## src/verilog/icache_pkg.sv

```systemverilog
package icache_pkg;

    // Cache geometry
    localparam int ways     = 4;
    localparam int sets     = 16;
    localparam int index_w  = 4;
    localparam int offset_w = 5;
    localparam int tag_w    = 23;
    localparam int line_w   = 256;
    localparam int word_w   = 32;
    localparam int way_w    = 2;

    // Controller states
    typedef enum logic [1:0] {
        idle_s,
        compare_s,
        allocate_s,
        prefetch_s
    } ctrl_state_e;

    // Fetch address, seen either as a plain word or split into its fields
    typedef union packed {
        logic [31:0] raw;
        struct packed {
            logic [tag_w-1:0]    tag;
            logic [index_w-1:0]  index;
            logic [offset_w-1:0] offset;
        } f;
    } addr_u;

endpackage
```

## src/verilog/icache_plru.sv

```systemverilog
`timescale 1ns/1ps

module icache_plru (
    input  logic                           clk,
    input  logic                           arst_n,
    input  logic [icache_pkg::index_w-1:0] index,
    input  logic                           touch,
    input  logic [icache_pkg::way_w-1:0]   touch_way,
    output logic [icache_pkg::way_w-1:0]   victim_way
);

    // Bit 0 picks the pair, bit 1 picks within ways 0-1, bit 2 within ways 2-3.
    // A set bit points the victim at the upper way or pair.
    logic [icache_pkg::sets-1:0][2:0] tree_q;
    logic [2:0]                       tree_cur;

    assign tree_cur = tree_q[index];

    // Point the tree away from the way just used
    always_ff @(posedge clk or negedge arst_n) begin
        if (!arst_n) begin
            tree_q <= '0;
        end else if (touch) begin
            tree_q[index][0] <= ~touch_way[1];
            if (touch_way[1]) begin
                tree_q[index][2] <= ~touch_way[0];
            end else begin
                tree_q[index][1] <= ~touch_way[0];
            end
        end
    end

    // Walk the tree for the current set
    always_comb begin
        if (tree_cur[0]) begin
            victim_way = {1'b1, tree_cur[2]};
        end else begin
            victim_way = {1'b0, tree_cur[1]};
        end
    end

endmodule

```

## config.mk

```make
export PLATFORM = sky130hd
export DESIGN_NAME = icache_plru
export DESIGN_NICKNAME = d
export VERILOG_FILES = /design/src/verilog/icache_pkg.sv /design/src/verilog/icache_plru.sv
export SDC_FILE = /design/constraint.sdc
export NUM_CORES = 1
export LEC_CHECK = 0
export ABC_AREA = 1
export BUFFER_PORTS_ARGS = -buffer_cell sky130_fd_sc_hd__buf_2
export CAP_MARGIN = 10
export CORE_UTILIZATION = 25
export DETAILED_ROUTE_END_ITERATION = 8
export GPL_TIMING_DRIVEN = 1
export PLACE_DENSITY_LB_ADDON = 0.3
export SLEW_MARGIN = 20
export SYNTH_ARGS = -nofsm -noshare
export SYNTH_HDL_FRONTEND = slang
export SYNTH_SLANG_ARGS = --single-unit
export TNS_END_PERCENT = 1
```

## constraint.sdc

```tcl
create_clock -name clk -period 1.8 [get_ports clk]
set_input_delay 0.54 -clock clk [delete_from_list [all_inputs] [get_ports clk]]
set_output_delay 0.54 -clock clk [all_outputs]
set_load 0.1 [all_outputs]
```

# Word-level counts from Yosys, hierarchy flattened
# Index checks and enable logic that the tools add are counted.
# op_classes
n_bitwise,2
n_mux,13
reduce_logical,1
magnitude_cmp,2
# op_table
operator,n
$bwmux 48,3
$mux 48,1
$demux 3 s4,3
$bmux 3 s4,1
$mux 3,2
$lt 4x5->1 const B,1
$ge 4x1->1 const B,1
$mux 2,2
$not 1->1,2
$logic_and 1x1->1,1
$mux 1,1
# word_totals
output_inout_bits,2
reg_bits,48
inputBits,9

# Logic depth before layout (Yosys ltp)
# Gate-level depths: netlist of the first run.
# logic_depth
ltp_word,7
ltp_mapped,12
ltp_nobuf,11

# Least setup slack after synthesis of the first run
# No wires, ideal clock.
# synth_path
path_type,input to output
from,input port index[1] in the netlist's numbering
to,output port victim_way[0] in the netlist's numbering
cell_stages,11
path_slack_ns,-1.397
arrival_ns,2.657
path_buffers,2
cell_sequence,buf_4 inv_2 buf_2 nand2_1 nand2_1 nand2_1 nand2_1 inv_1 nand2_1 nand2_1 nand2_1
# synth_between
elab_chain_cells,3
# synth_lines
element,line_no,rtl
from (decl),icache_plru.sv:6,"input logic [icache_pkg::index_w-1:0] index,"
$bmux 3 s4,icache_plru.sv:17,assign tree_cur = tree_q[index];
$mux 3 (implied by the code),icache_plru.sv:17,
$mux 2,icache_plru.sv:35,if (tree_cur[0]) begin
to (decl),icache_plru.sv:9,output logic [icache_pkg::way_w-1:0] victim_way
# No other way between the ends. The select of a mux whose other input is x is not followed.

# Worst setup path after layout of the first run
# layout_path
from,input port index[0] in the netlist's numbering
to,output port victim_way[0] in the netlist's numbering
# The elaborated chain is that of the path after synthesis.

==> results of run 1 <==
## metrics by stage
stage	hold slack [ps]	total power (uW)	area, um2	setup slack, ps
final	198	2950	3260	-369
after global routing	227	3150	3260	-458
after CTS	212	3000	3260	-366
after detailed placement	471	2150	3040	-536
after global placement	464	2140	3040	-538
after floorplan	244	1920	2740	-303
## layer usage
layer,vias to the layer above,share of wire (%),global-route usage (%)
li1,1157,-,-
met1,1082,46,16.9
met2,26,52,23.7
met3,2,2.1,2.68
met4,0,0.37,2.41
met5,-,0,0
## what timing repair did
item	4_1_cts	5_1_grt
setup buffers	1	0
pin swaps	6	0
hold buffers	0	0
gates resized for setup	17	2
endpoints found under the setup margin	2	2
cloned	2	0
## synth_stat cells (all sizes together)
cell / instances
o21a: 10
o21ai: 9
nand4: 1
mux2: 3
nand2: 174
a21oi: 20
buf: 11
a31oi: 14
o41ai: 4
nor2: 24
nand3: 3
clkbuf: 5
dfrtp: 48
o31ai: 2
inv: 16
clkinv: 1
## logic make-up (layout without fill, tap and decap cells)
kind of cell | count (synthesis) | count (layout)
AOI/OAI and AO/OA | 59 | 59
buffers and inverters | 33 | 56
DFF | 48 | 48
muxes | 3 | 3
and+or+nand+nor | 202 | 202
## power by group through the flow
stage / Combinational (uW) / Sequential (uW) / Clock, uW
6_report: 771 / 1390 / 786
5_1_grt: 863 / 1420 / 873
4_1_cts: 779 / 1390 / 824
3_5_place_dp: 738 / 1410 / 0
3_3_place_gp: 730 / 1410 / 0
2_1_floorplan: 544 / 1380 / 0
## worst paths after layout
kind | end | slack (ps) | depth (start not counted)
max | victim_way[0] | -370 | 13
min | tree_q[44]$_DFFE_PN0P_ | 200 | 2
max reg2reg | tree_q[44]$_DFFE_PN0P_ | 1040 | 1
min reg2reg | tree_q[11]$_DFFE_PN0P_ | 490 | 2
max in group asynchronous | tree_q[12]$_DFFE_PN0P_ | 1350 | 2
min in group clk | tree_q[11]$_DFFE_PN0P_ | 490 | 2
## cell type report
| class | instances | area (um2) |
|---|---|---|
| flip-flops and latches | 48 | 1200 |
| clock buffers | 5 | 68.8 |
| inverters | 17 | 86.3 |
| fillers | 1107 | 7060 |
| repair buffers | 31 | 337 |
| well taps | 136 | 170 |
| clock inverters | 3 | 42.5 |
| multi-input cells | 264 | 1360 |
==> qor.json, run 1 <==
{
  "status": {
    "status": "finished, violations left",
    "violations": "negative setup slack"
  },
  "place": {
    "finalWeightedCongestion": 0.784,
    "place.port_buffers": 10,
    "place.detailed.hpwl_mm": 4.59,
    "placed_cells_incl_taps": 493
  },
  "drt": {
    "drtPass1Iterations": 4,
    "drtAntennaViolNets": 0,
    "drt-vias-per-instance": 4.50,
    "drc_errors": 0,
    "vias": 2267,
    "detail_route.iter0.violations": 115,
    "detail_route.wirelength_mm": 6.67,
    "drt-wirelength-per-cell_um": 13.2
  },
  "pwr": {
    "share_clk_of_total_power_pct": 26.7,
    "power_frac_comb_pct": 26.1,
    "switching_share_pct": 31.6,
    "power_leakage_uw": 0.00154,
    "netSwitchingPower_uw": 932,
    "p_int_uw": 2020,
    "power.density_nw_per_um2": 904,
    "vdd_drop_max_uv": 328,
    "p_seq_share_pct": 47.2
  },
  "worst_setup_path": {
    "crit_path_cell_trace": "buf_12 > buf_16 > nand2_1 > nand2_1 > nand2_1 > nand2_1 > nand2_1 > nand2_2 > inv_2 > nand2_8 > nand2_4 > nand2_8 > buf_12",
    "cp.buffers_inverters": 4,
    "worst_setup_path_end_kind": "primary output",
    "worst_setup_path_start_kind": "input port",
    "critical-path-max-stage-delay_ps": 160,
    "worst-endpoint-required_ps": 1260,
    "worst_path_most_repeated_cell": "sky130_fd_sc_hd__nand2_1",
    "worst_path_slowest_cell": "sky130_fd_sc_hd__buf_12",
    "cp.arrival_ps": 1630,
    "crit_fanout": 11,
    "path_delay_family": "simple AND/OR/NAND/NOR gates",
    "crit_path_from": "index[0]",
    "source_of_the_worst_register_to_register_timing_path": "tree_q[44]$_DFFE_PN0P_",
    "path_type_of_the_worst_setup_path": "in2out"
  },
  "timing": {
    "fin_tns_setup_ps": -720,
    "achievable-frequency_ghz": 0.461,
    "unrepaired_setup_endpoints_after_global_routing": "yes",
    "worst_slew_margin_rel_pct": 79.9,
    "final.min_clock_period_ps": 2170,
    "worst_pin_slew_ps": 297,
    "crit_share_post_route_pct": 120,
    "finalWorstSetupSlack_ps": -369,
    "slew_viol_final": 0,
    "finalClockSkew_ps": 0,
    "finalHoldViolations": 0,
    "final-setup-viol-count": 2
  },
  "synthesis": {
    "synth_area_leader_cell": "sky130_fd_sc_hd__dfrtp_1",
    "yosys.area_share.xor_xnor_pct": 0,
    "mappedNetlistArea_um2": 2660,
    "netlist_instances": 345,
    "synth_compound_area_share_pct": 13.6,
    "post_synth_main_area_contributors": "sky130_fd_sc_hd__dfrtp_1 45%, sky130_fd_sc_hd__nand2_1 24%, sky130_fd_sc_hd__a21oi_1 3.8%",
    "postSynthRegisterBits": 48,
    "synth.mux.area_fraction_pct": 1.55,
    "yosys.cell_types.count": 29,
    "synth_top_family_by_area": "simple AND/OR/NAND/NOR gates",
    "syn_nets": 354,
    "synthDominantCellAreaShare_pct": 45.2,
    "synthesis.yosys.warnings": 0,
    "synth_simple_gate_area_share_pct": 33.6,
    "synth.avg_cell_area_um2": 7.71,
    "ys_seq_area_share_pct": 45.2,
    "synth_fa_ha_area_share_pct": 0
  },
  "finish": {
    "register_ranked_first_by_flip_flop_count": "tree_q",
    "postLayoutCoreUtil_pct": 31.6,
    "insertedDiodeCount": 0,
    "share_of_final_layout_standard_cells_stronger_than_drive_strength_1_pct": 22.3,
    "largest_registers": "tree_q (48)",
    "num-nets-final": 376,
    "commonest_non_fill_non_tap_cells_in_the_layout": "159 x sky130_fd_sc_hd__nand2_1, 48 x sky130_fd_sc_hd__dfrtp_1, 20 x sky130_fd_sc_hd__a21oi_1",
    "non_filler_instance_count_after_layout": 504,
    "layout-area-overhead-vs-synth_pct": 22.7,
    "largest_reg_flops": 48,
    "most_common_cell_after_layout_fill_and_taps_aside": "sky130_fd_sc_hd__nand2_1"
  },
  "floorplan": {
    "std_cell_rows": 37,
    "io_pins": 11,
    "die-area_um2": 11100,
    "die_h_um": 105,
    "floorplan.die.width_um": 105,
    "starting_utilization_of_the_core_area_pct": 25.8,
    "fp.coreArea_um2": 10300
  },
  "global_route": {
    "gr-usage-all-layers_pct": 13.4,
    "grt_max_degree": 49,
    "globalRoute.totalOverflow": 0,
    "antenna_found_initial": 0,
    "grt_pass1_wl_mm": 11.6,
    "grt_pass1_vias": 2331
  },
  "clock_network": {
    "tritoncts.num_buffers": 5,
    "clk_sinks": 48,
    "clock_insertion_delay_at_the_later_pin_of_the_skew_report_ps": 290,
    "htree_num_levels": 2,
    "tritoncts": "yes",
    "cts.path.max_buffers": 2,
    "root_buffer": "sky130_fd_sc_hd__clkbuf_8",
    "clk_pin_slew_ps": 100
  },
  "job": {
    "cap_viol_max_count": 0
  },
  "worst_hold_path": {
    "hold_class": "in2async"
  }
}
(Power assumes the default switching activity.)
==> run 2: changes to the inputs <==
SETUP_SLACK_MARGIN = 0.2   (was unset)
==> run 2 against run 1 <==
Net effect: the run still ends with negative setup slack left; total power about the same; register-to-register slack hardly changed; clock power about the same; via count is 0.31% lower; combinational power about the same; first-iteration DRC count shrank 0.87%; critical path depth unchanged; sequential share of layout area barely moved; setup slack about the same; fmax about the same; largest cell class unchanged; highest routed layer unchanged.
==> qor.json, run 2 (synthesis gave the netlist of run 1 again) <==
{
  "clock_network": {
    "clock_insertion_delay_at_the_later_pin_of_the_skew_report": {"value": 290, "unit": "ps", "change": "about the same"},
    "htree_num_levels": {"value": 2, "change": "unchanged"},
    "number_of_hold_buffers_added_after_cts": {"value": 0, "change": "unchanged"},
    "tritoncts.num_buffers": {"value": 5, "change": "unchanged"},
    "clk_sinks": {"value": 48, "change": "unchanged"},
    "root_buffer": {"value": "sky130_fd_sc_hd__clkbuf_8", "change": "unchanged"},
    "tritoncts": {"value": "yes", "change": "unchanged"},
    "clk_pin_slew": {"value": 100, "unit": "ps", "change": "about the same"},
    "cts.path.max_buffers": {"value": 2, "change": "unchanged"}
  },
  "job": {
    "cap_viol_max_count": {"value": 0, "change": "unchanged"}
  },
  "global_route": {
    "grt_max_degree": {"value": 49, "change": "unchanged"},
    "grt_pass1_vias": {"value": 2331, "change": "unchanged"},
    "global_route.peak_usage_layer": {"value": "met2", "change": "unchanged"},
    "antenna_found_initial": {"value": 0, "change": "unchanged"},
    "met3_usage": {"value": 2.68, "unit": "%", "change": "unchanged"},
    "globalRoute.totalOverflow": {"value": 0, "change": "unchanged"},
    "grt_pass1_wl": {"value": 11.6, "unit": "mm", "change": "unchanged"},
    "gr-usage-all-layers": {"value": 13.4, "unit": "%", "change": "unchanged"},
    "global_route.usage.met1": {"value": 16.9, "unit": "%", "change": "unchanged"},
    "gr-usage-met2": {"value": 23.7, "unit": "%", "change": "unchanged"}
  },
  "pwr": {
    "power_leakage": {"value": 0.00154, "unit": "uW", "change": "about the same"},
    "netSwitchingPower": {"value": 931, "unit": "uW", "change": "was 932 uW"},
    "power.density": {"value": 903, "unit": "nW/um2", "change": "was 904 nW/um2"},
    "power_frac_comb": {"value": 26.1, "unit": "%", "change": "about the same"},
    "p_seq_share": {"value": 47.2, "unit": "%", "change": "about the same"},
    "p_int": {"value": 2020, "unit": "uW", "change": "about the same"},
    "switching_share": {"value": 31.6, "unit": "%", "change": "about the same"},
    "vdd_drop_max": {"value": 328, "unit": "uV", "change": "about the same"},
    "share_clk_of_total_power": {"value": 26.7, "unit": "%", "change": "about the same"}
  },
  "timing": {
    "final.min_clock_period": {"value": 2170, "unit": "ps", "change": "about the same"},
    "worst_slew_margin_rel": {"value": 79.9, "unit": "%", "change": "unchanged"},
    "slew_viol_final": {"value": 0, "change": "unchanged"},
    "worst_pin_slew": {"value": 297, "unit": "ps", "change": "about the same"},
    "crit_share_post_route": {"value": 120, "unit": "%", "change": "about the same"},
    "finalWorstSetupSlack": {"value": -368, "unit": "ps", "change": "was -369 ps"},
    "unrepaired_setup_endpoints_after_global_routing": {"value": "yes", "change": "unchanged"},
    "hold_ws": {"value": 198, "unit": "ps", "change": "about the same"},
    "finalClockSkew": {"value": 0, "unit": "ps", "change": "unchanged"},
    "achievable-frequency": {"value": 0.461, "unit": "GHz", "change": "about the same"},
    "final-setup-viol-count": {"value": 2, "change": "unchanged"},
    "finalHoldViolations": {"value": 0, "change": "unchanged"}
  },
  "worst_hold_path": {
    "hold_class": {"value": "in2async", "change": "unchanged"}
  },
  "worst_setup_path": {
    "rrSetupSlack": {"value": 1040, "unit": "ps", "change": "about the same"},
    "crit_fanout": {"value": 11, "change": "unchanged"},
    "worst-endpoint-required": {"value": 1260, "unit": "ps", "change": "about the same"},
    "path_type_of_the_worst_setup_path": {"value": "in2out", "change": "unchanged"},
    "worst_setup_path_start_kind": {"value": "input port", "change": "unchanged"},
    "regToRegEndpoint": {"value": "tree_q[44]$_DFFE_PN0P_", "change": "unchanged"},
    "source_of_the_worst_register_to_register_timing_path": {"value": "tree_q[44]$_DFFE_PN0P_", "change": "unchanged"},
    "cp.arrival": {"value": 1630, "unit": "ps", "change": "about the same"},
    "r2r.worst_path.cells": {"value": 1, "change": "unchanged"},
    "worst_setup_path_end_kind": {"value": "primary output", "change": "unchanged"}
  },
  "status": {
    "violations": {"value": "negative setup slack", "change": "unchanged"},
    "status": {"value": "finished, violations left", "change": "unchanged"}
  },
  "floorplan": {
    "die-area": {"value": 11100, "unit": "um2", "change": "unchanged"},
    "die_h": {"value": 105, "unit": "um", "change": "unchanged"},
    "starting_utilization_of_the_core_area": {"value": 25.8, "unit": "%", "change": "unchanged"},
    "fp.coreArea": {"value": 10300, "unit": "um2", "change": "unchanged"},
    "io_pins": {"value": 11, "change": "unchanged"},
    "floorplan.die.width": {"value": 105, "unit": "um", "change": "unchanged"},
    "std_cell_rows": {"value": 37, "change": "unchanged"}
  },
  "finish": {
    "share_of_final_layout_standard_cells_stronger_than_drive_strength_1": {"value": 22.6, "unit": "%", "change": "was 22.3%"},
    "insertedDiodeCount": {"value": 0, "change": "unchanged"},
    "largest_reg_flops": {"value": 48, "change": "unchanged"},
    "register_ranked_first_by_flip_flop_count": {"value": "tree_q", "change": "unchanged"},
    "nFillCells": {"value": 1106, "change": "was 1107"},
    "most_common_cell_after_layout_fill_and_taps_aside": {"value": "sky130_fd_sc_hd__nand2_1", "change": "unchanged"},
    "largest_registers": {"value": "tree_q (48)", "change": "unchanged"},
    "layout-area-overhead-vs-synth": {"value": 22.8, "unit": "%", "change": "was 22.7%"},
    "final_non_filler_cell_area": {"value": 3260, "unit": "um2", "change": "about the same"},
    "commonest_non_fill_non_tap_cells_in_the_layout": {"value": "159 x sky130_fd_sc_hd__nand2_1, 48 x sky130_fd_sc_hd__dfrtp_1, 20 x sky130_fd_sc_hd__a21oi_1", "change": "unchanged"},
    "num-nets-final": {"value": 376, "change": "unchanged"},
    "postLayoutCoreUtil": {"value": 31.6, "unit": "%", "change": "about the same"}
  },
  "drt": {
    "vias": {"value": 2260, "change": "was 2267"},
    "drt-wirelength-per-cell": {"value": 13.2, "unit": "um", "change": "about the same"},
    "drtAntennaViolNets": {"value": 0, "change": "unchanged"},
    "detail_route.wirelength": {"value": 6.65, "unit": "mm", "change": "was 6.67 mm"},
    "drc_errors": {"value": 0, "change": "unchanged"},
    "drt-vias-per-instance": {"value": 4.48, "change": "was 4.50"},
    "drtPass1Iterations": {"value": 4, "change": "unchanged"},
    "detail_route.iter0.violations": {"value": 114, "change": "was 115"}
  },
  "place": {
    "finalWeightedCongestion": {"value": 0.784, "change": "unchanged"},
    "placed_cell_area": {"value": 3040, "unit": "um2", "change": "unchanged"},
    "place.port_buffers": {"value": 10, "change": "unchanged"},
    "place_worst_setup_slack": {"value": -536, "unit": "ps", "change": "unchanged"},
    "place.detailed.hpwl": {"value": 4.59, "unit": "mm", "change": "unchanged"}
  }
}
-- run 2: cell counts in the layout (fill, tap and decap cells not counted) --
Identical to the previous run, type by type.
-- run 2: area by class of cell --
class	instances	area [um2]	area share, %
Clock buffer	5	68.8	2.11
Multi-Input combinational cell	264	1360	41.6
Sequential cell	48	1200	36.8
Clock inverter	3	42.5	1.30
Tap cell	136	170	5.21
Inverter	17	86.3	2.64
Timing Repair Buffer	31	337	10.3
-- run 2: per-stage QoR --
step	setup TNS [ps]	instances	total power (uW)
2_1_floorplan	-339	345	1920
3_3_place_gp	-1090	493	2140
3_5_place_dp	-1130	493	2150
4_1_cts	-713	504	3000
5_1_grt	-890	504	3150
6_report	-720	504	2950
-- run 2: worst max-delay path by stage --
stage | cells past startpoint | from | endpoint
6_report | 13 | index[0] | victim_way[0]
3_5_place_dp | 13 | index[0] | victim_way[0]
5_1_grt | 13 | index[0] | victim_way[0]
3_3_place_gp | 12 | index[0] | victim_way[0]
2_1_floorplan | 12 | index[0] | victim_way[0]
4_1_cts | 12 | index[0] | victim_way[0]
-- run 2: repair_timing --
action / CTS / global route
buffers inserted: 1 / 0
hold endpoints to repair: 0 / 0
resized for setup: 17 / 3
pin swaps: 6 / 0
cloned: 2 / 0
endpoints found under the setup margin: 2 / 3
-- run 2: critical path, cell delays in order --
cell	delay (ps)
sky130_fd_sc_hd__buf_12	130
sky130_fd_sc_hd__buf_16	140
sky130_fd_sc_hd__nand2_1	60
sky130_fd_sc_hd__nand2_1	50
sky130_fd_sc_hd__nand2_1	60
sky130_fd_sc_hd__nand2_1	50
sky130_fd_sc_hd__nand2_1	70
sky130_fd_sc_hd__nand2_2	80
sky130_fd_sc_hd__inv_2	100
sky130_fd_sc_hd__nand2_8	60
sky130_fd_sc_hd__nand2_4	80
sky130_fd_sc_hd__nand2_8	50
sky130_fd_sc_hd__buf_12	160
-- run 2: layer usage --
metal / vias up / routed length (um)
met4: 0 / 25
met5: - / 0
met2: 31 / 3440
met1: 1071 / 3020
li1: 1156 / -
met3: 2 / 167
-- run 2: power by group through the flow --
stage | logic [uW] | registers [uW] | clock network [uW]
2_1_floorplan | 544 | 1380 | 0
3_3_place_gp | 730 | 1410 | 0
3_5_place_dp | 738 | 1410 | 0
4_1_cts | 779 | 1390 | 824
5_1_grt | 864 | 1420 | 873
6_report | 771 | 1390 | 786
