File: config.mk
export PLATFORM = sky130hd
export DESIGN_NAME = icache_ctrl_flat
export DESIGN_NICKNAME = d
export VERILOG_FILES = /design/src/verilog/icache_pkg.sv /design/src/verilog/icache_array_if.sv /design/src/verilog/icache_ctrl.sv /design/src/flat_wrapper.sv
export SDC_FILE = /design/constraint.sdc
export NUM_CORES = 1
export LEC_CHECK = 0
export ABC_AREA = 0
export ABC_CLOCK_PERIOD_IN_PS = 6350
export BUFFER_PORTS_ARGS = -buffer_cell sky130_fd_sc_hd__buf_2
export CAP_MARGIN = 20
export CORE_AREA = 2 2 700 702
export DETAILED_ROUTE_END_ITERATION = 10
export DIE_AREA = 0 0 702 704
export PLACE_DENSITY_LB_ADDON = 0.25
export REMOVE_ABC_BUFFERS = 1
export SETUP_SLACK_MARGIN = 0.4
export SLEW_MARGIN = 40
export SYNTH_ARGS = -nofsm -noshare
export SYNTH_HDL_FRONTEND = slang
export SYNTH_SLANG_ARGS = --single-unit
File: constraint.sdc
create_clock -name clk -period 6.35 [get_ports clk]
set_input_delay 1.27 -clock clk [delete_from_list [all_inputs] [get_ports clk]]
set_output_delay 1.27 -clock clk [all_outputs]
set_load 0.02 [all_outputs]
File: src/verilog/icache_pkg.sv
package icache_pkg;

    // Cache geometry
    localparam int ways     = 4;
    localparam int sets     = 16;
    localparam int index_w  = 4;
    localparam int offset_w = 5;
    localparam int tag_w    = 23;
    localparam int line_w   = 256;
    localparam int word_w   = 32;
    localparam int way_w    = 2;

    // Controller states
    typedef enum logic [1:0] {
        idle_s,
        compare_s,
        allocate_s,
        prefetch_s
    } ctrl_state_e;

    // Fetch address, seen either as a plain word or split into its fields
    typedef union packed {
        logic [31:0] raw;
        struct packed {
            logic [tag_w-1:0]    tag;
            logic [index_w-1:0]  index;
            logic [offset_w-1:0] offset;
        } f;
    } addr_u;

endpackage
File: src/verilog/icache_array_if.sv
`timescale 1ns/1ps

interface icache_array_if;

    // Set being looked up or written
    logic [icache_pkg::index_w-1:0] index;

    // Line install
    logic                          wr_en;
    logic [icache_pkg::way_w-1:0]  wr_way;
    logic [icache_pkg::tag_w-1:0]  wr_tag;
    logic [icache_pkg::line_w-1:0] wr_line;

    // All ways of the selected set
    logic [icache_pkg::ways-1:0]                          rd_valid;
    logic [icache_pkg::ways-1:0][icache_pkg::tag_w-1:0]   rd_tag;
    logic [icache_pkg::ways-1:0][icache_pkg::line_w-1:0]  rd_line;

    modport ctrl (
        output index,
        output wr_en,
        output wr_way,
        output wr_tag,
        output wr_line,
        input  rd_valid,
        input  rd_tag,
        input  rd_line
    );

    modport store (
        input  index,
        input  wr_en,
        input  wr_way,
        input  wr_tag,
        input  wr_line,
        output rd_valid,
        output rd_tag,
        output rd_line
    );

endinterface

File: src/verilog/icache_ctrl.sv
`timescale 1ns/1ps

module icache_ctrl (
    input  logic                           clk,
    input  logic                           arst_n,
    input  logic                           cpu_read,
    input  icache_pkg::addr_u              cpu_addr,
    output logic [icache_pkg::word_w-1:0]  cpu_rdata,
    output logic                           cpu_resp,
    output logic                           mem_read,
    output logic [31:0]                    mem_addr,
    input  logic [icache_pkg::line_w-1:0]  mem_rdata,
    input  logic                           mem_resp,
    icache_array_if.ctrl                   arr,
    output logic [icache_pkg::index_w-1:0] plru_index,
    output logic                           plru_touch,
    output logic [icache_pkg::way_w-1:0]   plru_way,
    input  logic [icache_pkg::way_w-1:0]   victim_way
);

    icache_pkg::ctrl_state_e state_q;
    icache_pkg::ctrl_state_e next_state;

    icache_pkg::addr_u req_q;
    icache_pkg::addr_u demand_line;
    icache_pkg::addr_u pf_line;
    icache_pkg::addr_u look_line;

    // Set after a demand fill, so the next hit response starts a prefetch
    logic fill_q;

    logic                         hit;
    logic [icache_pkg::way_w-1:0] hit_way;
    logic [icache_pkg::way_w-1:0] fill_way;

    assign demand_line.raw = {req_q.raw[31:icache_pkg::offset_w], {icache_pkg::offset_w{1'b0}}};
    assign pf_line.raw     = demand_line.raw + 32'(icache_pkg::line_w / 8);

    // Prefetch state looks at the neighbour line, everything else at the request
    assign look_line = (state_q == icache_pkg::prefetch_s) ? pf_line : demand_line;

    assign arr.index   = look_line.f.index;
    assign arr.wr_way  = fill_way;
    assign arr.wr_tag  = look_line.f.tag;
    assign arr.wr_line = mem_rdata;
    assign mem_addr    = look_line.raw;
    assign plru_index  = look_line.f.index;

    // Tag compare across all ways
    always_comb begin
        hit     = 1'b0;
        hit_way = '0;
        for (int w = 0; w < icache_pkg::ways; w++) begin
            if (arr.rd_valid[w] && arr.rd_tag[w] == look_line.f.tag) begin
                hit     = 1'b1;
                hit_way = icache_pkg::way_w'(w);
            end
        end
    end

    // Lowest invalid way wins, otherwise the PLRU victim
    always_comb begin
        fill_way = victim_way;
        for (int w = icache_pkg::ways - 1; w >= 0; w--) begin
            if (!arr.rd_valid[w]) begin
                fill_way = icache_pkg::way_w'(w);
            end
        end
    end

    // Word select by offset bits 4:2
    assign cpu_rdata =
        arr.rd_line[hit_way][req_q.f.offset[icache_pkg::offset_w-1:2] * icache_pkg::word_w +:
                             icache_pkg::word_w];

    always_comb begin
        next_state = state_q;
        cpu_resp   = 1'b0;
        mem_read   = 1'b0;
        arr.wr_en  = 1'b0;
        plru_touch = 1'b0;
        plru_way   = hit_way;
        case (state_q)
            icache_pkg::idle_s: begin
                if (cpu_read) begin
                    next_state = icache_pkg::compare_s;
                end
            end
            icache_pkg::compare_s: begin
                if (hit) begin
                    cpu_resp   = 1'b1;
                    plru_touch = 1'b1;
                    next_state = fill_q ? icache_pkg::prefetch_s : icache_pkg::idle_s;
                end else begin
                    next_state = icache_pkg::allocate_s;
                end
            end
            icache_pkg::allocate_s: begin
                mem_read = 1'b1;
                if (mem_resp) begin
                    arr.wr_en  = 1'b1;
                    plru_touch = 1'b1;
                    plru_way   = fill_way;
                    next_state = icache_pkg::compare_s;
                end
            end
            icache_pkg::prefetch_s: begin
                // Neighbour already cached, nothing to fetch
                if (hit) begin
                    next_state = icache_pkg::idle_s;
                end else begin
                    mem_read = 1'b1;
                    if (mem_resp) begin
                        arr.wr_en  = 1'b1;
                        plru_touch = 1'b1;
                        plru_way   = fill_way;
                        next_state = icache_pkg::idle_s;
                    end
                end
            end
            default: begin
                next_state = icache_pkg::idle_s;
            end
        endcase
    end

    always_ff @(posedge clk or negedge arst_n) begin
        if (!arst_n) begin
            state_q <= icache_pkg::idle_s;
            fill_q  <= 1'b0;
        end else begin
            state_q <= next_state;
            if (state_q == icache_pkg::allocate_s && mem_resp) begin
                fill_q <= 1'b1;
            end else if (state_q == icache_pkg::prefetch_s) begin
                fill_q <= 1'b0;
            end
        end
    end

    // Request address captured when taken in idle
    always_ff @(posedge clk) begin
        if (state_q == icache_pkg::idle_s && cpu_read) begin
            req_q <= cpu_addr;
        end
    end

endmodule

File: src/flat_wrapper.sv
// flat-port wrapper written by rule: the top's interface ports become plain ports
module icache_ctrl_flat 
  (clk, arst_n, cpu_read, cpu_addr, cpu_rdata, cpu_resp, mem_read, mem_addr, mem_rdata, mem_resp, plru_index, plru_touch, plru_way, victim_way, arr_index, arr_wr_en, arr_wr_way, arr_wr_tag, arr_wr_line, arr_rd_valid, arr_rd_tag, arr_rd_line);
  icache_array_if arr_i ();
  input  logic clk;
  input  logic arst_n;
  input  logic cpu_read;
  input  icache_pkg::addr_u cpu_addr;
  output logic [icache_pkg::word_w-1:0] cpu_rdata;
  output logic cpu_resp;
  output logic mem_read;
  output logic [31:0] mem_addr;
  input  logic [icache_pkg::line_w-1:0] mem_rdata;
  input  logic mem_resp;
  output logic [icache_pkg::index_w-1:0] plru_index;
  output logic plru_touch;
  output logic [icache_pkg::way_w-1:0] plru_way;
  input  logic [icache_pkg::way_w-1:0] victim_way;
  output wire logic [$bits(arr_i.index)-1:0] arr_index;
  output wire logic [$bits(arr_i.wr_en)-1:0] arr_wr_en;
  output wire logic [$bits(arr_i.wr_way)-1:0] arr_wr_way;
  output wire logic [$bits(arr_i.wr_tag)-1:0] arr_wr_tag;
  output wire logic [$bits(arr_i.wr_line)-1:0] arr_wr_line;
  input wire logic [$bits(arr_i.rd_valid)-1:0] arr_rd_valid;
  input wire logic [$bits(arr_i.rd_tag)-1:0] arr_rd_tag;
  input wire logic [$bits(arr_i.rd_line)-1:0] arr_rd_line;
  assign arr_index = arr_i.index;
  assign arr_wr_en = arr_i.wr_en;
  assign arr_wr_way = arr_i.wr_way;
  assign arr_wr_tag = arr_i.wr_tag;
  assign arr_wr_line = arr_i.wr_line;
  assign arr_i.rd_valid = arr_rd_valid;
  assign arr_i.rd_tag = arr_rd_tag;
  assign arr_i.rd_line = arr_rd_line;
  icache_ctrl u_core (.clk(clk), .arst_n(arst_n), .cpu_read(cpu_read), .cpu_addr(cpu_addr), .cpu_rdata(cpu_rdata), .cpu_resp(cpu_resp), .mem_read(mem_read), .mem_addr(mem_addr), .mem_rdata(mem_rdata), .mem_resp(mem_resp), .arr(arr_i), .plru_index(plru_index), .plru_touch(plru_touch), .plru_way(plru_way), .victim_way(victim_way));
endmodule
## Word-level counts from Yosys, hierarchy flattened

Index checks and enable logic that the tools add are counted.

- Multiplexer cells: 34
- Shift operators: 1
- Reductions and logical operators: 9
- Add/subtract/negate cells: 1
- Equal/unequal tests: 10
- Magnitude comparators: 1

Operator list:

| cell | number |
|---|---|
| $bmux 256 s2 | 1 |
| $mux 256 | 1 |
| $shiftx 256x9->32 | 1 |
| $eq 23x23->1 | 4 |
| $add 32x6->32 const B | 1 |
| $mux 32 | 1 |
| $mux 2 | 14 |
| $mux 1 | 12 |
| $pmux 2 s4 | 1 |
| $logic_and 1x1->1 | 6 |
| $eq 2x2->1 const B | 2 |
| $ne 2x2->1 const B | 2 |
| $pmux 1 s2 | 2 |
| $pmux 2 s2 | 1 |
| $lt 2x3->1 const B | 1 |
| $ne 3x2->1 const B | 1 |
| $pmux 1 s3 | 1 |
| $reduce_and 3->1 | 1 |
| $eq 2x1->1 const B | 1 |
| $logic_not 2->1 | 1 |
| $reduce_bool 2->1 | 1 |

- Word-level logic and storage cells: 59
- Bits in registers: 35

## Depth between registers and ports, before layout

Gate-level depths: netlist of the first run.

- Word-level depth: 10
- Gate-level depth with buffers: 19
- Gate-level depth less buffers: 13

## Worst setup path before layout of the first run

Ideal clock, no wire load.

- Kind: reg2out
- From: reg u_core.req_q[5] in the netlist's numbering
- To: out cpu_rdata[31] in the netlist's numbering
- Required time: 5.080 ns
- Data arrival time: 4.821 ns
- Stages on the path, launching flop included: 17
- Setup slack: 0.259 ns
- Path through: edfxtp_1 > ha_1 > nand3_2 > buf_2 > nor3_2 > nand3_1 > xnor2_1 > xnor2_1 > o2111ai_1 > or4_1 > buf_4 > buf_6 > buf_6 > mux2i_1 > o32ai_1 > a21oi_1 > a2111oi_0

- Cells in the longest elaborated chain, start to end: 10

RTL lines:

| what | RTL line | text |
|---|---|---|
| start: declaration | icache_ctrl.sv:24 | `icache_pkg::addr_u req_q;` |
| start signal: assignment | icache_ctrl.sv:144 | `req_q <= cpu_addr;` |
| $add 32x6->32 * | icache_ctrl.sv:37 | `assign pf_line.raw = demand_line.raw + 32'(icache_pkg::line_w / 8);` |
| $mux 32 * | icache_ctrl.sv:40 | `assign look_line = (state_q == icache_pkg::prefetch_s) ? pf_line : demand_line;` |
| named net arr_wr_tag[18] | flat_wrapper.sv:22 | `output wire logic [$bits(arr_i.wr_tag)-1:0] arr_wr_tag;` |
| $eq 23x23->1 | icache_ctrl.sv:54 | `if (arr.rd_valid[w] && arr.rd_tag[w] == look_line.f.tag) begin` |
| $logic_and 1x1->1 | icache_ctrl.sv:54 |  |
| $mux 1 | icache_ctrl.sv:54 |  |
| $mux 2 | icache_ctrl.sv:54 |  |
| $mux 2 * | icache_ctrl.sv:54 |  |
| $bmux 256 s2 * | icache_ctrl.sv:73 | `arr.rd_line[hit_way][req_q.f.offset[icache_pkg::offset_w-1:2] * icache_pkg::word_w +:` |
| $mux 256 (implied by the code) * | icache_ctrl.sv:73 |  |
| $shiftx 256x9->32 * | icache_ctrl.sv:73 |  |
| end: declaration | flat_wrapper.sv:9 | `output logic [icache_pkg::word_w-1:0] cpu_rdata;` |

Mark *: on every way through the listed nets, which the timed path passes. The rest lies on a longest branch. The select of a mux whose other input is x is not followed.

## Worst setup path in the final report of the first run

- From: reg u_core.req_q[6] in the netlist's numbering
- To: out cpu_rdata[20] in the netlist's numbering

- Cells in the longest elaborated chain, start to end: 10

RTL lines:

| what | RTL line |
|---|---|
| $add 32x6->32 * | icache_ctrl.sv:37 |
| $mux 32 * | icache_ctrl.sv:40 |
| $eq 23x23->1 | icache_ctrl.sv:54 |
| $logic_and 1x1->1 | icache_ctrl.sv:54 |
| $mux 1 | icache_ctrl.sv:54 |
| $mux 2 | icache_ctrl.sv:54 |
| $mux 2 * | icache_ctrl.sv:54 |
| $bmux 256 s2 * | icache_ctrl.sv:73 |
| $mux 256 (implied by the code) * | icache_ctrl.sv:73 |
| $shiftx 256x9->32 * | icache_ctrl.sv:73 |

Every way passes the cells marked *; elsewhere a longest branch is shown, timed or not. The select of a mux whose other input is x is not followed.

==> qor.yml, run 1 <==
fin_ws_ps: -320
dr.pass1.iters: 6
synth_seq_cells: 33
vias_per_cell: 3.05
synth_top_family_by_area: "compound AO/OA/AOI/OAI gates"
clock-sinks: 33
dp.cells: 10200
yosys_warnings: 0
failed_checks: "setup timing"
power.clock.fraction_pct: 7.7
drive_gt1_share_pct: 58.1
crit_slowest_cell: "or4_4"
antenna_found_initial: 413
synthAdderAreaFrac_pct: 0.0741
hold_violations: 0
rows: 257
synth.avg_cell_area_um2: 6.92
status: "finished with violations"
synth_compound_area_share_pct: 30.5
wl_per_cell_um: 46.9
grt_first_pass_wirelength_mm: 555
dieArea_mm2: 0.494
ant_nets: 0
core_mm2: 0.487
rsz0062_at_grt: "true"
nFillCells: 57800
cts_buffers: 5
r2r-start: "u_core.req_q[6]"
cts_root_buf: "clkbuf_16"
clockBufferDepth: 2
start_util_pct: 3.46
required_ps: 5080
worstHoldStart: "u_core.fill_q"
worst_pin_slew_ps: 777
critPathMaxFanout: 7
max_freq_mhz: 150
synthMuxAreaShare_pct: 17.0
cp_cell_sequence: "ha_2 -> nand3_4 -> buf_12 -> or3_4 -> buf_6 -> o31ai_4 -> o21a_1 -> o211ai_1 -> nand2b_1 -> or4_4 -> buf_12 -> buf_16 -> buf_4 -> mux2i_2 -> a21oi_2 -> a211oi_1 -> or4_4 -> buf_6 -> nor4_4 -> buf_4 -> buf_12"
cp_common_cell: "buf_12"
port_buffers: 1253
setup_viol: 29
tritoncts: "built"
cap_violations: 0
slew_headroom_pct: 48.0
reg2reg_to: "u_core.state_q[1]"
hold_path_class: "reg -> reg"
ys_top_cells_by_area: "mux2i_1 15%, buf_4 14%, a21oi_1 8.3%"
clk_pin_slew_ps: 70
worstSetupPathType: "reg -> out"
period_share_pct: 105
dr_total_vias: 32300
mostFrequentLayoutCells: "1216 x buf_2, 504 x buf_4, 231 x a21oi_1"
synthFlopType: "edfxtp_1"
fin_crit_ps: 6670
arrival_ps: 5400
final_core_util_pct: 7.81
switchingPower_mw: 2.56
internal_power_mw: 1.99
drt_iter0_drc: 4227
netlist.area_leader.share_pct: 14.6
multi_input_area_mm2: 0.0145
async_reset_ff_share_pct: 9.09
dp_hpwl_mm: 447
grt_max_degree: 73
fin_worst_skew_ps: 18.2
synthCells: 2439
h-tree-depth: 2
switching_share_pct: 56.3
drcViolationCount: 0
seqPwrFrac_pct: 7.9
final_common_cell: "buf_2"
leakage_nw: 15.3
maxSlewViolCount: 0
p_per_area_mw_per_mm2: 119
synth_top_cell_by_area: "mux2i_1"
cp-end-kind: "output pin"
dieHeight_um: 704
ir_drop_mv: 0.105
synth_area_mm2: 0.0169
hold_end: "u_core.fill_q"
rr_worst_depth: 25
die_w_um: 702
seq_area_frac_synth_pct: 5.78
hold_path_depth: 2
crit_path_max_incr_delay_ps: 580
synth_edf_count: 30
io_pins: 1773
critPathLaunchType: "flop"
holdWs_ps: 570
grt_usage_pct: 19.3
grt_pass1_vias: 27600
regArea_um2: 978
grt_overflow: 0
syn2layout_area_growth_pct: 126
timing.setup.tns_ps: -3770
synthXorXnorAreaFrac_pct: 6.23
regToRegSetupSlack_ps: 1660
instances_no_fill: 10600
synth.distinct_cells: 91
yosys.area_share.simple_pct: 20.9
worst_skew_pair.late_latency_ps: 360
comb_power_share_pct: 84.4
globalplace.congestion: 1.03
final_nets: 5305
routed_wirelength_mm: 497
stage by stage:
step                      setup WS [ps]  instance area, um^2  total power, mW
after floorplan                   -7020                13700             1.45
after global placement             -884                33800             4.01
after detailed placement           -827                33900             4.01
after CTS                          -343                37000             4.67
after global routing               -353                37900             4.80
final                              -320                38100             4.55
state kept, by name, summed over array words and instances (netlist names):
register        count
u_core.req_q       30
u_core.state_q      2
u_core.fill_q       1
power groups by stage:
stage / Clock (mW) / Sequential, mW / Combinational, mW
final: 0.352 / 0.358 / 3.84
after global routing: 0.368 / 0.362 / 4.07
after CTS: 0.376 / 0.359 / 3.93
after detailed placement: 0 / 0.362 / 3.64
after global placement: 0 / 0.376 / 3.64
after floorplan: 0 / 0.427 / 1.02
critical path: cells and delay by family (launching register included):
| family | cells | cell delay, ps |
|---|---|---|
| AOI/OAI and AO/OA | 5 | 830 |
| adders and majority gates | 1 | 220 |
| buffers and inverters | 8 | 1350 |
| DFF | 1 | 390 |
| muxes | 1 | 190 |
| and+or+nand+nor | 6 | 1980 |
synth_stat cells (all sizes together), types with 6 or more instances:
cell and count:
a21oi 281, and3 30, o22ai 14, xor2 31, a211oi 115, nor4b 9, xnor3 8, o221a 13
nand2 202, inv 24, a221oi 16, or4 15, mux2 36, nor2b 13, a2111oi 12, a31oi 25
o32ai 6, o2111ai 6, mux2i 247, a311oi 8, nand3b 6, nand3 104, nor2 111, o21a 9
nand2b 7, nor4 32, xnor2 63, nor3 46, clkbuf 106, buf 389, nand4 40, and4 9
a211o 28, or3 18, o21ai 221, and2 7, or2 6, o211ai 15, edfxtp 30
kinds of logic (layout without fill, tap and decap cells):
logic type / count (synthesis) / after routing
AOI/OAI and AO/OA: 827 / 827
buffers and inverters: 519 / 1967
xor gates and xnor gates: 104 / 104
muxes: 283 / 283
and+or+nand+nor: 671 / 671
DFF: 33 / 33
other: 1 / 235
adders and majority gates: 1 / 1
routing by layer:
layer | vias up | wire (um) | track usage (%)
li1 | 12000 | - | -
met5 | - | 10100 | 13.4
met3 | 748 | 103000 | 18.5
met2 | 3885 | 193000 | 26.6
met1 | 15400 | 179000 | 20.0
met4 | 236 | 11900 | 3.80
area by class of cell:
class / instances / share of cell area [%]
flip-flops and latches: 33 / 2.57
multi-input cells: 1891 / 37.9
clock buffers: 5 / 0.329
clock inverters: 3 / 0.122
diodes: 230 / 1.51
inverters: 24 / 0.243
well taps: 6475 / 21.3
repair buffers: 1935 / 36.0
worst max-delay path by stage:
stage	start	to	slack (ps)
CTS	u_core.req_q[5]	cpu_rdata[17]	-340
detailed placement	arr_rd_tag[27]	cpu_rdata[19]	-830
global placement	arr_rd_tag[27]	cpu_rdata[19]	-880
global route	u_core.req_q[6]	cpu_rdata[20]	-350
floorplan	u_core.state_q[1]	cpu_rdata[31]	-7020
finish	u_core.req_q[6]	cpu_rdata[20]	-320
what timing repair did:
action	in CTS	in global routing
setup endpoints to repair	38	38
pin swaps	73	32
hold buffers	0	0
buffers inserted	80	19
resized for setup	404	78
cloned	10	1
Power figures use the tool's default switching activity.
==> inputs of run 2 (changes only) <==
--- a/config.mk
+++ b/config.mk
@@ -6,12 +6,12 @@
 export NUM_CORES = 1
 export LEC_CHECK = 0
 export ABC_AREA = 0
-export ABC_CLOCK_PERIOD_IN_PS = 6350
+export ABC_CLOCK_PERIOD_IN_PS = 7700
 export BUFFER_PORTS_ARGS = -buffer_cell sky130_fd_sc_hd__buf_2
 export CAP_MARGIN = 20
-export CORE_AREA = 2 2 700 702
+export CORE_AREA = 2 2 691 693
 export DETAILED_ROUTE_END_ITERATION = 10
-export DIE_AREA = 0 0 702 704
+export DIE_AREA = 0 0 693 695
 export PLACE_DENSITY_LB_ADDON = 0.25
 export REMOVE_ABC_BUFFERS = 1
 export SETUP_SLACK_MARGIN = 0.4
==> constraint.sdc (replaced) <==
create_clock -name clk -period 7.7 [get_ports clk]
set_input_delay 1.54 -clock clk [delete_from_list [all_inputs] [get_ports clk]]
set_output_delay 1.54 -clock clk [all_outputs]
set_load 0.02 [all_outputs]
==> run 2 against run 1 <==
Clock-buffer cell count is the same. Total power fell by 25%. Critical path depth decreased by 1. The flow now finishes without violations. Worst hold slack improved by 10 ps. Largest power group unchanged. Utilization is 0.82 points lower. Sequential share of layout area is 0.37 points higher. Via count fell by 5.9%. Cell area shrank 13%. First-iteration DRC count shrank 5.6%.
==> qor.yml, run 2 (synthesis gave the netlist of run 1 again) <==
status: "complete, no violations"
dr_total_vias: 30400
vias_per_cell: 3.03
dieHeight_um: 695
rsz0062_at_grt: "false"
hold_buffers: 0
max_freq_mhz: 139
cap_violations: 0
dieArea_mm2: 0.482
grt_usage_pct: 19.2
cts_buffers: 5
dp_hpwl_mm: 437
final_core_util_pct: 7.00
top_register: "u_core.req_q"
critPathMaxFanout: 12
regArea_um2: 976
wl_per_cell_um: 48.0
mostFrequentLayoutCells: "1236 x buf_2, 342 x buf_4, 278 x a21oi_1"
arrival_ps: 5640
antenna_found_initial: 431
hold_path_class: "reg -> reg"
drive_gt1_share_pct: 49.9
die_w_um: 693
leakage_nw: 13.5
final_common_cell: "buf_2"
worst_pin_slew_ps: 894
largest_register_ffs: 30
core_mm2: 0.474
fin_worst_skew_ps: 5.46
hold_violations: 0
final_area_mm2: 0.0332
grt_max_degree: 82
clockBufferDepth: 2
required_ps: 6160
drcViolationCount: 0
dr.pass1.iters: 5
grt_overflow: 0
ant_nets: 0
h-tree-depth: 2
drt_iter0_drc: 3992
setup_viol: 0
clk_pin_slew_ps: 80
grt_pass1_vias: 25700
placed_cell_area_mm2: 0.0319
io_pins: 1773
final_nets: 5036
tritoncts: "built"
routed_wirelength_mm: 482
slew_headroom_pct: 40.3
worst_skew_pair.late_latency_ps: 340
maxSlewViolCount: 0
grt_first_pass_wirelength_mm: 537
cts_root_buf: "clkbuf_16"
globalplace.congestion: 1.05
period_share_pct: 93.3
rows: 253
port_buffers: 1253
ir_drop_mv: 0.0848
critPathLaunchType: "flop"
worstSetupPathType: "reg -> out"
fin_crit_ps: 7180
start_util_pct: 3.56
syn2layout_area_growth_pct: 96.5
total_power_mw: 3.41
p_per_area_mw_per_mm2: 103
clock-sinks: 33
cp-end-kind: "output pin"
nFillCells: 56200
multi_input_area_mm2: 0.0132
top_regs: "u_core.req_q (30), u_core.state_q (2), u_core.fill_q (1)"
[run 2: layer usage]
metal,wire length (um),vias to the layer above,global-route usage [%]
li1,-,11400,-
met5,10500,-,14.5
met4,12500,182,3.57
met1,170000,14300,19.5
met2,187000,3768,26.6
met3,103000,792,18.9
[run 2: per-stage QoR]
stage               worst slack (ps)  instances  setup TNS, ps  hold WS [ps]
floorplan                      -5940       1948        -210830           509
global placement               -44.6       9814          -44.6           563
detailed placement              -115       9815           -115           557
CTS                              407       9866              0           577
global route                     404       9952              0           623
finish                           517      10000              0           581
[run 2: what timing repair did]
item / in CTS / in global routing
resized for setup: 28 / 27
gates cloned: 1 / 0
setup buffers: 42 / 3
pin swaps: 5 / 3
endpoints found under the setup margin: 30 / 19
[run 2: power by group]
group / switching (mW) / internal (mW)
Clock: 0.128 / 0.153
Sequential: 0.0623 / 0.244
Combinational: 1.81 / 1.02
[run 2: final cells by class]
cell class                 instances  share of cell area [%]
timing repair buffer            1665                    31.5
antenna                          177                    1.34
tap                             6247                    23.6
sequential                        33                    2.94
inverter                          24                   0.279
multi-input combinational       1892                    39.9
clock inverter                     3                   0.125
clock buffer                       5                   0.377
[run 2: critical path: stages (launching register included)]
cell	delay [ps]
edfxtp_1	570
buf_4	260
nand3_1	190
or3_1	470
o21ai_1	130
buf_4	170
o221ai_1	140
nor4_2	240
buf_4	170
nand3_1	70
or4_4	580
buf_12	200
buf_12	200
buf_12	170
mux2i_1	190
o21ai_1	110
a211oi_1	720
or3_1	250
nor4_2	60
buf_4	190
buf_12	140
[run 2: final timing paths]
kind / slack [ps] / end / cells after the start / startpoint
worst max-delay path: 520 / cpu_rdata[28] / 20 / u_core.req_q[15]
worst min-delay path: 580 / u_core.fill_q / 2 / u_core.fill_q
worst max register to register: 3190 / u_core.state_q[0] / 16 / u_core.req_q[11]
worst min register to register: 580 / u_core.fill_q / 2 / u_core.fill_q
max in group asynchronous: 6600 / u_core.state_q[0] / 1 / arst_n
min in group asynchronous: 990 / u_core.fill_q / 1 / arst_n
